**config.mk**
```make
export PLATFORM = sky130hd
export DESIGN_NAME = openmips
export DESIGN_NICKNAME = d
export VERILOG_FILES = /design/src/design/mips_pkg.sv /design/src/design/mips_ifs.sv /design/src/design/fetch_unit.sv /design/src/design/decode_unit.sv /design/src/design/reg_file.sv /design/src/design/exec_unit.sv /design/src/design/openmips.sv
export VERILOG_INCLUDE_DIRS = /design/src /design/src/design
export SDC_FILE = /design/constraint.sdc
export NUM_CORES = 2
export LEC_CHECK = 0
export ABC_AREA = 1
export BUFFER_PORTS_ARGS = -buffer_cell sky130_fd_sc_hd__buf_2
export CORE_MARGIN = 2
export CORE_UTILIZATION = 48
export CTS_BUF_LIST = sky130_fd_sc_hd__clkbuf_4 sky130_fd_sc_hd__clkbuf_8 sky130_fd_sc_hd__clkbuf_16
export CTS_CLUSTER_SIZE = 10
export DETAILED_ROUTE_END_ITERATION = 6
export PLACE_DENSITY = 0.7
export SLEW_MARGIN = 10
export SYNTH_ARGS = -nofsm -noshare
export SYNTH_HDL_FRONTEND = slang
export SYNTH_SLANG_ARGS = --single-unit
```
**constraint.sdc**
```tcl
create_clock -name clk_i -period 3 [get_ports clk_i]
set_input_delay 0.6 -clock clk_i [delete_from_list [all_inputs] [get_ports clk_i]]
set_output_delay 0.6 -clock clk_i [all_outputs]
set_load 0.02 [all_outputs]
```
**src/design/mips_settings.svh**
```systemverilog
// MIPS core settings
`ifndef MIPS_SETTINGS_SVH
`define MIPS_SETTINGS_SVH

`define MIPS_DATA_W   32
`define MIPS_ADDR_W   32
`define MIPS_REG_N    32
`define MIPS_REG_AW   5
`define MIPS_RESET_PC 32'h0000_0000

// primary opcodes, inst[31:26]
`define MIPS_OPC_SPECIAL 6'b000000
`define MIPS_OPC_ANDI    6'b001100
`define MIPS_OPC_ORI     6'b001101
`define MIPS_OPC_XORI    6'b001110
`define MIPS_OPC_LUI     6'b001111

// SPECIAL function codes, inst[5:0]
`define MIPS_FN_AND 6'b100100
`define MIPS_FN_OR  6'b100101
`define MIPS_FN_XOR 6'b100110
`define MIPS_FN_NOR 6'b100111

`endif

```
**src/design/mips_pkg.sv**
```systemverilog
// MIPS core types
`include "mips_settings.svh"

package mips_pkg;

    // one data or instruction word
    typedef logic [`MIPS_DATA_W-1:0] word_t;

    // byte address into the instruction ROM
    typedef logic [`MIPS_ADDR_W-1:0] inst_addr_t;

    // register number
    typedef logic [`MIPS_REG_AW-1:0] reg_idx_t;

    // operation within the selected class
    typedef enum logic [2:0] {
        OP_NOP,
        OP_OR,
        OP_AND,
        OP_XOR,
        OP_NOR,
        OP_LUI
    } alu_op_t;

    // result class, only logic ops for now
    typedef enum logic [0:0] {
        SEL_NONE,
        SEL_LOGIC
    } alu_sel_t;

endpackage

```
**src/design/mips_ifs.sv**
```systemverilog
// Pipeline interfaces
`timescale 1ns/1ps

// decoded instruction, ID/EX register contents
interface dec_ex_if;
    import mips_pkg::*;

    alu_op_t  alu_op;
    alu_sel_t alu_sel;
    word_t    op1;
    word_t    op2;
    reg_idx_t waddr;
    logic     wreg;

    modport src (
        output alu_op, alu_sel, op1, op2, waddr, wreg
    );

    modport dst (
        input alu_op, alu_sel, op1, op2, waddr, wreg
    );
endinterface

// two register read ports, answered combinationally
interface rf_rd_if;
    import mips_pkg::*;

    logic     re1;
    reg_idx_t raddr1;
    logic     re2;
    reg_idx_t raddr2;
    word_t    rdata1;
    word_t    rdata2;

    modport req (output re1, raddr1, re2, raddr2, input rdata1, rdata2);
    modport rsp (input re1, raddr1, re2, raddr2, output rdata1, rdata2);
endinterface

```
**src/design/fetch_unit.sv**
```systemverilog
// Instruction fetch
`timescale 1ns/1ps
`include "mips_settings.svh"

module fetch_unit (
    input  logic                 clk_i,
    input  logic                 rst_n_i,
    input  mips_pkg::word_t      rom_data_i,
    output logic                 rom_ce_o,
    output mips_pkg::inst_addr_t rom_addr_o,
    output mips_pkg::word_t      id_pc_o,
    output mips_pkg::word_t      id_inst_o
);
    import mips_pkg::*;

    inst_addr_t pc;
    word_t      fetched;

    // enable comes up one edge after reset is released
    always_ff @(posedge clk_i) begin
        if (!rst_n_i) begin
            rom_ce_o <= 1'b0;
        end else begin
            rom_ce_o <= 1'b1;
        end
    end

    // pc parks at the reset address until fetching starts
    always_ff @(posedge clk_i) begin
        if (!rom_ce_o) begin
            pc <= `MIPS_RESET_PC;
        end else begin
            pc <= pc + inst_addr_t'(4);
        end
    end

    assign rom_addr_o = pc;

    // no enable, no instruction: feed a NOP
    assign fetched = rom_ce_o ? rom_data_i : '0;

    // IF/ID register
    always_ff @(posedge clk_i) begin
        if (!rst_n_i) begin
            id_inst_o <= '0;
        end else begin
            id_inst_o <= fetched;
        end
        id_pc_o <= pc;
    end

endmodule

```
**src/design/decode_unit.sv**
```systemverilog
// Instruction decode
`timescale 1ns/1ps
`include "mips_settings.svh"

module decode_unit (
    input  logic               clk_i,
    input  logic               rst_n_i,
    input  mips_pkg::word_t    id_pc_i,
    input  mips_pkg::word_t    id_inst_i,
    rf_rd_if.req               rd,
    dec_ex_if.src              dx,
    input  logic               ex_fwd_we_i,
    input  mips_pkg::reg_idx_t ex_fwd_waddr_i,
    input  mips_pkg::word_t    ex_fwd_data_i,
    input  logic               mem_fwd_we_i,
    input  mips_pkg::reg_idx_t mem_fwd_waddr_i,
    input  mips_pkg::word_t    mem_fwd_data_i
);
    import mips_pkg::*;

    logic [5:0]  opcode;
    logic [5:0]  funct;
    reg_idx_t    rs_idx;
    reg_idx_t    rt_idx;
    reg_idx_t    rd_idx;
    logic [15:0] imm;

    alu_op_t     alu_op;
    alu_sel_t    alu_sel;
    reg_idx_t    waddr;
    logic        wreg;
    word_t       imm_val;
    word_t       op1;
    word_t       op2;

    // newest value wins: EX, then MEM, then the register file
    function automatic word_t fwd_sel(input reg_idx_t idx, input word_t rf_data);
        word_t val;
        val = rf_data;
        if (idx != '0) begin
            if (ex_fwd_we_i && ex_fwd_waddr_i == idx) begin
                val = ex_fwd_data_i;
            end else if (mem_fwd_we_i && mem_fwd_waddr_i == idx) begin
                val = mem_fwd_data_i;
            end
        end
        return val;
    endfunction

    assign opcode = id_inst_i[31:26];
    assign rs_idx = id_inst_i[25:21];
    assign rt_idx = id_inst_i[20:16];
    assign rd_idx = id_inst_i[15:11];
    assign imm    = id_inst_i[15:0];
    assign funct  = id_inst_i[5:0];

    assign rd.raddr1 = rs_idx;
    assign rd.raddr2 = rt_idx;

    always_comb begin
        alu_op  = OP_NOP;
        alu_sel = SEL_NONE;
        wreg    = 1'b0;
        waddr   = rt_idx;
        rd.re1  = 1'b0;
        rd.re2  = 1'b0;
        imm_val = {16'h0000, imm};

        case (opcode)
            `MIPS_OPC_SPECIAL: begin
                waddr = rd_idx;
                case (funct)
                    `MIPS_FN_AND: alu_op = OP_AND;
                    `MIPS_FN_OR:  alu_op = OP_OR;
                    `MIPS_FN_XOR: alu_op = OP_XOR;
                    `MIPS_FN_NOR: alu_op = OP_NOR;
                    default:      alu_op = OP_NOP;
                endcase
            end
            `MIPS_OPC_ORI:  alu_op = OP_OR;
            `MIPS_OPC_ANDI: alu_op = OP_AND;
            `MIPS_OPC_XORI: alu_op = OP_XOR;
            `MIPS_OPC_LUI: begin
                alu_op  = OP_LUI;
                imm_val = {imm, 16'h0000};
            end
            default: alu_op = OP_NOP;
        endcase

        // anything left as NOP reads and writes nothing
        if (alu_op != OP_NOP) begin
            alu_sel = SEL_LOGIC;
            wreg    = 1'b1;
            rd.re1  = (alu_op != OP_LUI);
            rd.re2  = (opcode == `MIPS_OPC_SPECIAL);
        end
    end

    always_comb begin
        op1 = rd.re1 ? fwd_sel(rs_idx, rd.rdata1) : imm_val;
        op2 = rd.re2 ? fwd_sel(rt_idx, rd.rdata2) : imm_val;
    end

    // ID/EX register
    always_ff @(posedge clk_i) begin
        if (!rst_n_i) begin
            dx.alu_op  <= OP_NOP;
            dx.alu_sel <= SEL_NONE;
            dx.wreg    <= 1'b0;
        end else begin
            dx.alu_op  <= alu_op;
            dx.alu_sel <= alu_sel;
            dx.wreg    <= wreg;
        end
    end

    always_ff @(posedge clk_i) begin
        dx.op1   <= op1;
        dx.op2   <= op2;
        dx.waddr <= waddr;
    end

endmodule

```
**src/design/reg_file.sv**
```systemverilog
// Register file
`timescale 1ns/1ps
`include "mips_settings.svh"

module reg_file (
    input  logic               clk_i,
    input  logic               rst_n_i,
    rf_rd_if.rsp               rd,
    input  logic               we_i,
    input  mips_pkg::reg_idx_t waddr_i,
    input  mips_pkg::word_t    wdata_i
);
    import mips_pkg::*;

    word_t regs [`MIPS_REG_N];

    // r0 is never written
    always_ff @(posedge clk_i) begin
        if (!rst_n_i) begin
            for (int i = 0; i < `MIPS_REG_N; i++) begin
                regs[i] <= '0;
            end
        end else if (we_i && waddr_i != '0) begin
            regs[waddr_i] <= wdata_i;
        end
    end

    // write-back in the same cycle is passed straight to the reader
    function automatic word_t read_port(input logic re, input reg_idx_t addr);
        word_t val;
        if (!re || addr == '0) begin
            val = '0;
        end else if (we_i && addr == waddr_i) begin
            val = wdata_i;
        end else begin
            val = regs[addr];
        end
        return val;
    endfunction

    always_comb begin
        rd.rdata1 = read_port(rd.re1, rd.raddr1);
        rd.rdata2 = read_port(rd.re2, rd.raddr2);
    end

endmodule

```
**src/design/exec_unit.sv**
```systemverilog
// Execute, memory and write-back stages
`timescale 1ns/1ps

module exec_unit (
    input  logic               clk_i,
    input  logic               rst_n_i,
    dec_ex_if.dst              dx,
    output logic               ex_fwd_we_o,
    output mips_pkg::reg_idx_t ex_fwd_waddr_o,
    output mips_pkg::word_t    ex_fwd_data_o,
    output logic               mem_fwd_we_o,
    output mips_pkg::reg_idx_t mem_fwd_waddr_o,
    output mips_pkg::word_t    mem_fwd_data_o,
    output logic               wb_we_o,
    output mips_pkg::reg_idx_t wb_waddr_o,
    output mips_pkg::word_t    wb_wdata_o
);
    import mips_pkg::*;

    word_t logic_res;

    // logic ALU
    always_comb begin
        case (dx.alu_op)
            OP_OR:   logic_res = dx.op1 | dx.op2;
            OP_AND:  logic_res = dx.op1 & dx.op2;
            OP_XOR:  logic_res = dx.op1 ^ dx.op2;
            OP_NOR:  logic_res = ~(dx.op1 | dx.op2);
            // operand already shifted up in decode
            OP_LUI:  logic_res = dx.op2;
            default: logic_res = '0;
        endcase
    end

    // writes to r0 and NOPs are dropped here
    assign ex_fwd_we_o    = dx.wreg && (dx.alu_op != OP_NOP) && (dx.waddr != '0);
    assign ex_fwd_waddr_o = dx.waddr;
    assign ex_fwd_data_o  = (dx.alu_sel == SEL_LOGIC) ? logic_res : '0;

    // EX/MEM register
    always_ff @(posedge clk_i) begin
        if (!rst_n_i) begin
            mem_fwd_we_o <= 1'b0;
        end else begin
            mem_fwd_we_o <= ex_fwd_we_o;
        end
        mem_fwd_waddr_o <= ex_fwd_waddr_o;
        mem_fwd_data_o  <= ex_fwd_data_o;
    end

    // MEM/WB register, no memory access in between
    always_ff @(posedge clk_i) begin
        if (!rst_n_i) begin
            wb_we_o <= 1'b0;
        end else begin
            wb_we_o <= mem_fwd_we_o;
        end
        wb_waddr_o <= mem_fwd_waddr_o;
        wb_wdata_o <= mem_fwd_data_o;
    end

endmodule

```
**src/design/openmips.sv**
```systemverilog
// OpenMIPS core top level
`timescale 1ns/1ps

module openmips (
    input  logic                 clk_i,
    input  logic                 rst_n_i,
    input  mips_pkg::word_t      rom_data_i,
    output logic                 rom_ce_o,
    output mips_pkg::inst_addr_t rom_addr_o,
    output logic                 wb_we_o,
    output mips_pkg::reg_idx_t   wb_waddr_o,
    output mips_pkg::word_t      wb_wdata_o
);
    import mips_pkg::*;

    // IF/ID
    word_t    id_pc;
    word_t    id_inst;

    // forwarding sources
    logic     ex_fwd_we;
    reg_idx_t ex_fwd_waddr;
    word_t    ex_fwd_data;
    logic     mem_fwd_we;
    reg_idx_t mem_fwd_waddr;
    word_t    mem_fwd_data;

    dec_ex_if i_dx ();
    rf_rd_if  i_rd ();

    fetch_unit i_fetch (
        .clk_i      (clk_i),
        .rst_n_i    (rst_n_i),
        .rom_data_i (rom_data_i),
        .rom_ce_o   (rom_ce_o),
        .rom_addr_o (rom_addr_o),
        .id_pc_o    (id_pc),
        .id_inst_o  (id_inst)
    );

    decode_unit i_decode (
        .clk_i           (clk_i),
        .rst_n_i         (rst_n_i),
        .id_pc_i         (id_pc),
        .id_inst_i       (id_inst),
        .rd              (i_rd.req),
        .dx              (i_dx.src),
        .ex_fwd_we_i     (ex_fwd_we),
        .ex_fwd_waddr_i  (ex_fwd_waddr),
        .ex_fwd_data_i   (ex_fwd_data),
        .mem_fwd_we_i    (mem_fwd_we),
        .mem_fwd_waddr_i (mem_fwd_waddr),
        .mem_fwd_data_i  (mem_fwd_data)
    );

    // write port fed by the commit signals
    reg_file i_reg_file (
        .clk_i   (clk_i),
        .rst_n_i (rst_n_i),
        .rd      (i_rd.rsp),
        .we_i    (wb_we_o),
        .waddr_i (wb_waddr_o),
        .wdata_i (wb_wdata_o)
    );

    exec_unit i_exec (
        .clk_i           (clk_i),
        .rst_n_i         (rst_n_i),
        .dx              (i_dx.dst),
        .ex_fwd_we_o     (ex_fwd_we),
        .ex_fwd_waddr_o  (ex_fwd_waddr),
        .ex_fwd_data_o   (ex_fwd_data),
        .mem_fwd_we_o    (mem_fwd_we),
        .mem_fwd_waddr_o (mem_fwd_waddr),
        .mem_fwd_data_o  (mem_fwd_data),
        .wb_we_o         (wb_we_o),
        .wb_waddr_o      (wb_waddr_o),
        .wb_wdata_o      (wb_wdata_o)
    );

endmodule

```
**Yosys cells after proc, flatten, opt, wreduce, memory -nomap -nowiden**

Memory sizes are Yosys's and may differ from the RTL's. A register that Yosys moved wholly into a read port is not among the register bits.
Index checks and enable logic that the tools add are counted.

- Register bits: 214
- Bits in latches: 0
- Memory bits (writable): 1024
- ROM bits: 0
- Input port bits: 34
- Output and inout bits: 71
- Word-level logic and storage cells: 95
- Memories: 1

- Add/sub/neg operators: 1
- $mul: 0
- Div/mod/pow operators: 0
- Order comparisons: 0
- Equality and inequality tests: 20
- Shifts and indexed selects: 0
- Mux-type cells: 31
- Bitwise gates (word level): 4
- Reduce and logical (&&, ||, !) cells: 24

Memories:

| memory | depth | bits a word | rd ports | clocked after Yosys merged registers in | wr ports | line | RTL |
|---|---|---|---|---|---|---|---|
| i_reg_file.regs | 32 | 32 | 2 | 2 | 32 | reg_file.sv:15 | `` word_t regs [`MIPS_REG_N]; `` |

Operators by type and width:

| operator | count |
|---|---|
| 32-bit two-way mux | 15 |
| 32-bit case mux with 5 select lines | 1 |
| 32-bit by 3-bit adder with 32-bit output (second input constant) | 1 |
| 32-bit AND | 1 |
| 32-bit NOT | 1 |
| 32-bit OR | 1 |
| 32-bit OR reduction | 1 |
| 32-bit XOR | 1 |
| 5-bit equality test | 6 |
| 6-bit by 4-bit equality test with 1-bit output (second input constant) | 4 |
| 6-bit equality test (second input constant) | 4 |
| 5-bit two-way mux | 4 |
| 5-bit nonzero test | 4 |
| 3-bit case mux with 5 select lines | 1 |
| 3-bit case mux with 4 select lines | 1 |
| 5-bit logical NOT | 2 |
| 1-bit logical AND | 9 |
| 1-bit two-way mux | 9 |
| 3-bit by 2-bit equality test with 1-bit output (second input constant) | 2 |
| 3-bit equality test (second input constant) | 2 |
| 6-bit logical NOT | 1 |
| 3-bit nonzero test | 2 |
| 3-bit by 1-bit equality test with 1-bit output (second input constant) | 1 |
| 3-bit != test (second input constant) | 1 |
| other kinds (3) | 5 |

**Depth between registers and ports, before layout**

- Word-level depth: 12
- Depth in mapped cells: 15

**Cells and area by module**

A second synthesis with hierarchy kept.

- Cell total of the unflattened synthesis: 9455
- Area total of the unflattened synthesis: 71119.5 um2

By module, submodules not included:

| module | instances | cells each | area an instance (um2) |
|---|---|---|---|
| reg_file | 1 | 7574 | 58466.1 |
| decode_unit | 1 | 943 | 5144.9 |
| exec_unit | 1 | 574 | 4418.0 |
| fetch_unit | 1 | 364 | 3090.5 |

**Least setup slack after synthesis**

OpenSTA, ideal clock, no wires.

- Path kind: input to register
- Start: input port rst_n_i
- End: memory i_reg_file.regs[10][0] (netlist bit), enable pin
- Library setup time: 0.389 ns
- Arrival time: 2.360 ns
- Data required time: 2.611 ns
- Path slack: 0.250 ns
- Stages on the path: 6
- Buffers on the path: 2
- Path through: clkbuf_1 > nand3_1 > nor3_2 > nand2_1 > clkbuf_1 > nand2_1

RTL lines:

| what | line | RTL |
|---|---|---|
| from (decl) | openmips.sv:6 | `input logic rst_n_i,` |
| to (decl) | reg_file.sv:15 |  |

**Worst setup path in the final report**

- Start: register i_fetch.id_inst_o[17]
- End: register i_decode.dx.op2[10]

- Longest elaborated chain between the ends: 8

RTL lines:

| what | line | RTL |
|---|---|---|
| from (decl) | fetch_unit.sv:12 | `output mips_pkg::word_t id_inst_o` |
| from (signal assigned) | fetch_unit.sv:47 | `id_inst_o <= fetched;` |
| 5-bit equality test | reg_file.sv:33 | `end else if (we_i && addr == waddr_i) begin` |
| 1-bit logical AND | reg_file.sv:33 |  |
| 32-bit two-way mux | reg_file.sv:33 |  |
| 32-bit two-way mux | reg_file.sv:31 | `if (!re \|\| addr == '0) begin` |
| 32-bit two-way mux | decode_unit.sv:43 | `end else if (mem_fwd_we_i && mem_fwd_waddr_i == idx) begin` |
| 32-bit two-way mux | decode_unit.sv:41 | `if (ex_fwd_we_i && ex_fwd_waddr_i == idx) begin` |
| 32-bit two-way mux (*) | decode_unit.sv:40 | `if (idx != '0) begin` |
| 32-bit two-way mux (*) | decode_unit.sv:101 | `op2 = rd.re2 ? fwd_sel(rt_idx, rd.rdata2) : imm_val;` |
| via i_decode.op2[10] | decode_unit.sv:34 | `word_t op2;` |
| to (decl) | mips_ifs.sv:16 | `output alu_op, alu_sel, op1, op2, waddr, wreg` |

The timed path passes the listed nets; every way through them passes the cells marked *.
A chain may end at the register's enable or synchronous reset.

==> results.md <==
* Post-synth top cells: 2,532 x nand2_1, 2,053 x nand3_1, 1,337 x nor2_1
* Async SR Flop Fraction at 0%
* Die width at 377 µm
* Port-buffer cells at 102
* Reg2reg start: i_fetch.id_inst_o[17]
* Antenna violations before repair at 14
* Hold Startpoint: rom_data_i[3]
* Hold-fix buffers at CTS at 4
* Slew Viols, Final at 0
* TNS Setup at 0 ns
* Final Hold Viols at 0
* Pleak at 0.0289 µW
* Max cap viols at 0
* Post-detail-place hpwl at roughly 160,000 µm
* Switching share of power at between 20% and 30%
* Area contributors post-synth: edfxtp_1 46%, nand3_1 15%, nand2_1 14%
* Outcome: finished with violations
* Critical path fanouts, max at 27
* Type of origin of the critical path: flop
* Initial Utilization at approximately 48%
* Vias in the first global route at 62,300
* Slew at the pin closest to its max-slew limit at 1.10 ns
* Worst VDD drop at 0.708 mV
* CTS Root Cell: clkbuf_16
* Placed cells at between 10,000 and 15,000
* CTS Sinks at roughly 1,200
* Arr. time, crit path at ~3.6 ns
* Syn Inst Count at between 8,000 and 9,000
* Post-synth EDFFs at 1,024
* Period utilization at a little over nine tenths
* Reg-to-Reg End: i_decode.dx.op2[10]
* Switch Pwr at between 10,000 and 15,000 µW
* Seq/Total Area, Yosys at a little over half
* Synth Warn # at 0
* Overall Power at 40,200 µW
* First-pass GRT wire length at 394,000 µm
* Clock transition at path regs at 0.06 ns
* Clock power frac at 41.8%
* Top-count cell post-synth: nand2_1
* Cell variety after synth at 34
* Num CTS Buffers at ~150
* Die height at 377 µm
* Pwr/cell area at roughly 540 nW/µm²
* Worst-case reg-to-reg path depth at 11
* Die area at around 140,000 µm²
* RSZ-0062 raised after global routing: false
* Share of layout cells above drive strength 1 at 8.20%
* Synth Register Bits at 1,236
* Post-layout util at 54.2%
* Via-to-Cell Ratio at 6.32
* Crit path capture type: flop
* CP Depth at 11
* Largest net degree at the start of global routing at 127
* Type of the most critical hold path: primary input to flop
* Initial DRC count at 11,300
* H-tree depth at 4
* Max-slew headroom at approximately a quarter
* Worst slack, placed at around 0.42 ns
* Clock skew at 0.0354 ns
* Area fraction of the dominant cell type after synthesis at a little under half
* Internal at 29,800 µW
* Post-CTS setup repair buffer count at 0
* Wire per inst at approximately 26 µm
* Cell Area, Synth at 66,600 µm²
* Fin worst setup slack at 0.0888 ns
* Worst hold stages at 3
* Critical path startpoint: i_fetch.id_inst_o[17]
* Num rows at 136
* Final #Nets at 8,589
* Data required, critical path at 3.69 ns
* Area delta synth->final at 12.0%
* CTS tree: done
* Placer Congestion at 0.970
* Top delay family on crit path: simple AND/OR/NAND/NOR gates
* Final min period at approximately 2.9 ns
* CP max-delay cell: nand3_1
* Crit Path Category: flop to flop
* Vias at approximately 66,000
* Worst Hold End: i_fetch.id_inst_o[3]
* Violated checks: design-rule violations
* IO Count at 105
* Flop pwr share at 48.2%
* Core ar. at around 140,000 µm²
* Largest area contributor in the synthesized netlist: edfxtp_1
* Finished Layout Cells at 10,400
* Post_cts resized at 0
* Max clock buf depth at 3
* Critical Path, Cell by Cell: inv_8, buf_12, nand3_1, nand3_1, nand3_1, nand3_1, nand3_1, nand2_1, nand2_1, nand2_1, nand2_1
* Crit-path most repeated cell: nand3_1
* DRC violations left at 25
* Worst-skew pair later-pin latency at 0.82 ns
* Final wirelength at 271,000 µm
* CP max stage delay at slightly above 0.6 ns
* Tot GR Track Use at between 30% and 40%
* Worst R2R Setup Slack at just under 0.09 ns
* Final Setup Violations at 0
* Power share of the combinational group at about a tenth
* Achievable frequency at 343 MHz
* Post-Syn Area per Cell at 7.74 µm²
* Crit path buf inv count at 2
* Synth Flop Type: edfxtp_1
* Pre-Repair DR Iteration Count at 7
* Grt ovf at 0
* Antenna viol nets, final at 0
-- worst reg2reg max path, delay by kind of cell (launching register included) --
kind	cells	cell delay (ns)
buf+inv	2	0.54
simple gates	9	1.79
flops	1	0.48
-- registers in the layout (all words and copies together), names as in the netlist, 3 cells and up --
signal                  cells
i_exec.mem_fwd_waddr_o      5
i_reg_file.regs          1024
i_decode.dx.waddr           5
i_exec.wb_waddr_o           5
i_decode.dx.alu_op          3
i_exec.mem_fwd_data_o      32
i_decode.dx.op1            32
i_fetch.rom_addr_o         30
i_exec.wb_wdata_o          32
i_fetch.id_inst_o          32
i_decode.dx.op2            32
-- layout by cell type (no fill, tap or decap), types with 5 or more instances in the layout --
master and n:
o21ai_0 103, conb_1 34, xor2_1 10, nand3_1 2052
clkbuf_4 59, a21oi_1 64, dfxtp_1 202, buf_12 92
dfxtp_4 8, buf_2 102, inv_6 7, clkbuf_16 150
inv_1 370, nor2_1 1337, nand4_1 26, buf_4 213
ha_1 65, nor3_1 22, edfxtp_1 1024, clkinv_1 5
a31oi_1 16, o22ai_1 27, nand2_2 47, nand2_1 2485
-- per-layer routing --
| layer | track usage (%) | part of all wire (%) | vias to the layer above |
|---|---|---|---|
| met4 | 28.5 | 9.1 | 18 |
| li1 | - | - | 28100 |
| met5 | 0 | 0.040 | - |
| met2 | 54.5 | 41 | 5698 |
| met1 | 45.2 | 33 | 30200 |
| met3 | 14.0 | 16 | 1490 |
-- through the flow --
step | area [µm²] | hold slack (ns)
final | 74600 | 0.0197
after global routing | 74600 | 0.0104
after CTS | 74600 | 0.000706
after detailed placement | 70200 | 0.338
after global placement | 70200 | 0.332
after floorplan | 66800 | 0.331
-- power by group through the flow --
| stage | clock, µW | combinational (µW) | sequential (µW) |
|---|---|---|---|
| finish | 16800 | 4030 | 19400 |
| detailed placement | 0 | 3750 | 19700 |
| CTS | 16700 | 3760 | 19400 |
| global placement | 0 | 3700 | 19700 |
| floorplan | 0 | 2090 | 19600 |
| global route | 17400 | 4170 | 19400 |
-- layout make-up --
type	instances	area (µm²)
multi-input cells	6313	27500
clock inverters	13	169
diodes	3	7.51
well taps	1794	2240
flip-flops and latches	1236	35000
fillers	12200	63000
repair buffers	411	3990
inverters	383	1480
clock buffers	209	4200
-- cell families after synthesis --
family	Yosys count	synth area share (%)
adders and majority gates	65	1.22
other	1	0.00563
AOI/OAI and AO/OA	215	1.72
and+or+nand+nor	5985	37.8
buffers and inverters	1099	6.58
DFF	1236	52.5
xor gates and xnor gates	14	0.184
-- worst max path at each step --
stage	to	slack, ns
floorplan	i_reg_file.regs[10][0]	0.25
global placement	i_fetch.id_inst_o[22]	0.41
detailed placement	i_fetch.id_inst_o[22]	0.42
CTS	i_decode.dx.op2[23]	0.45
global route	i_decode.dx.op2[10]	0.14
finish	i_decode.dx.op2[10]	0.09
Note: power is estimated with default switching activity, not from simulation.
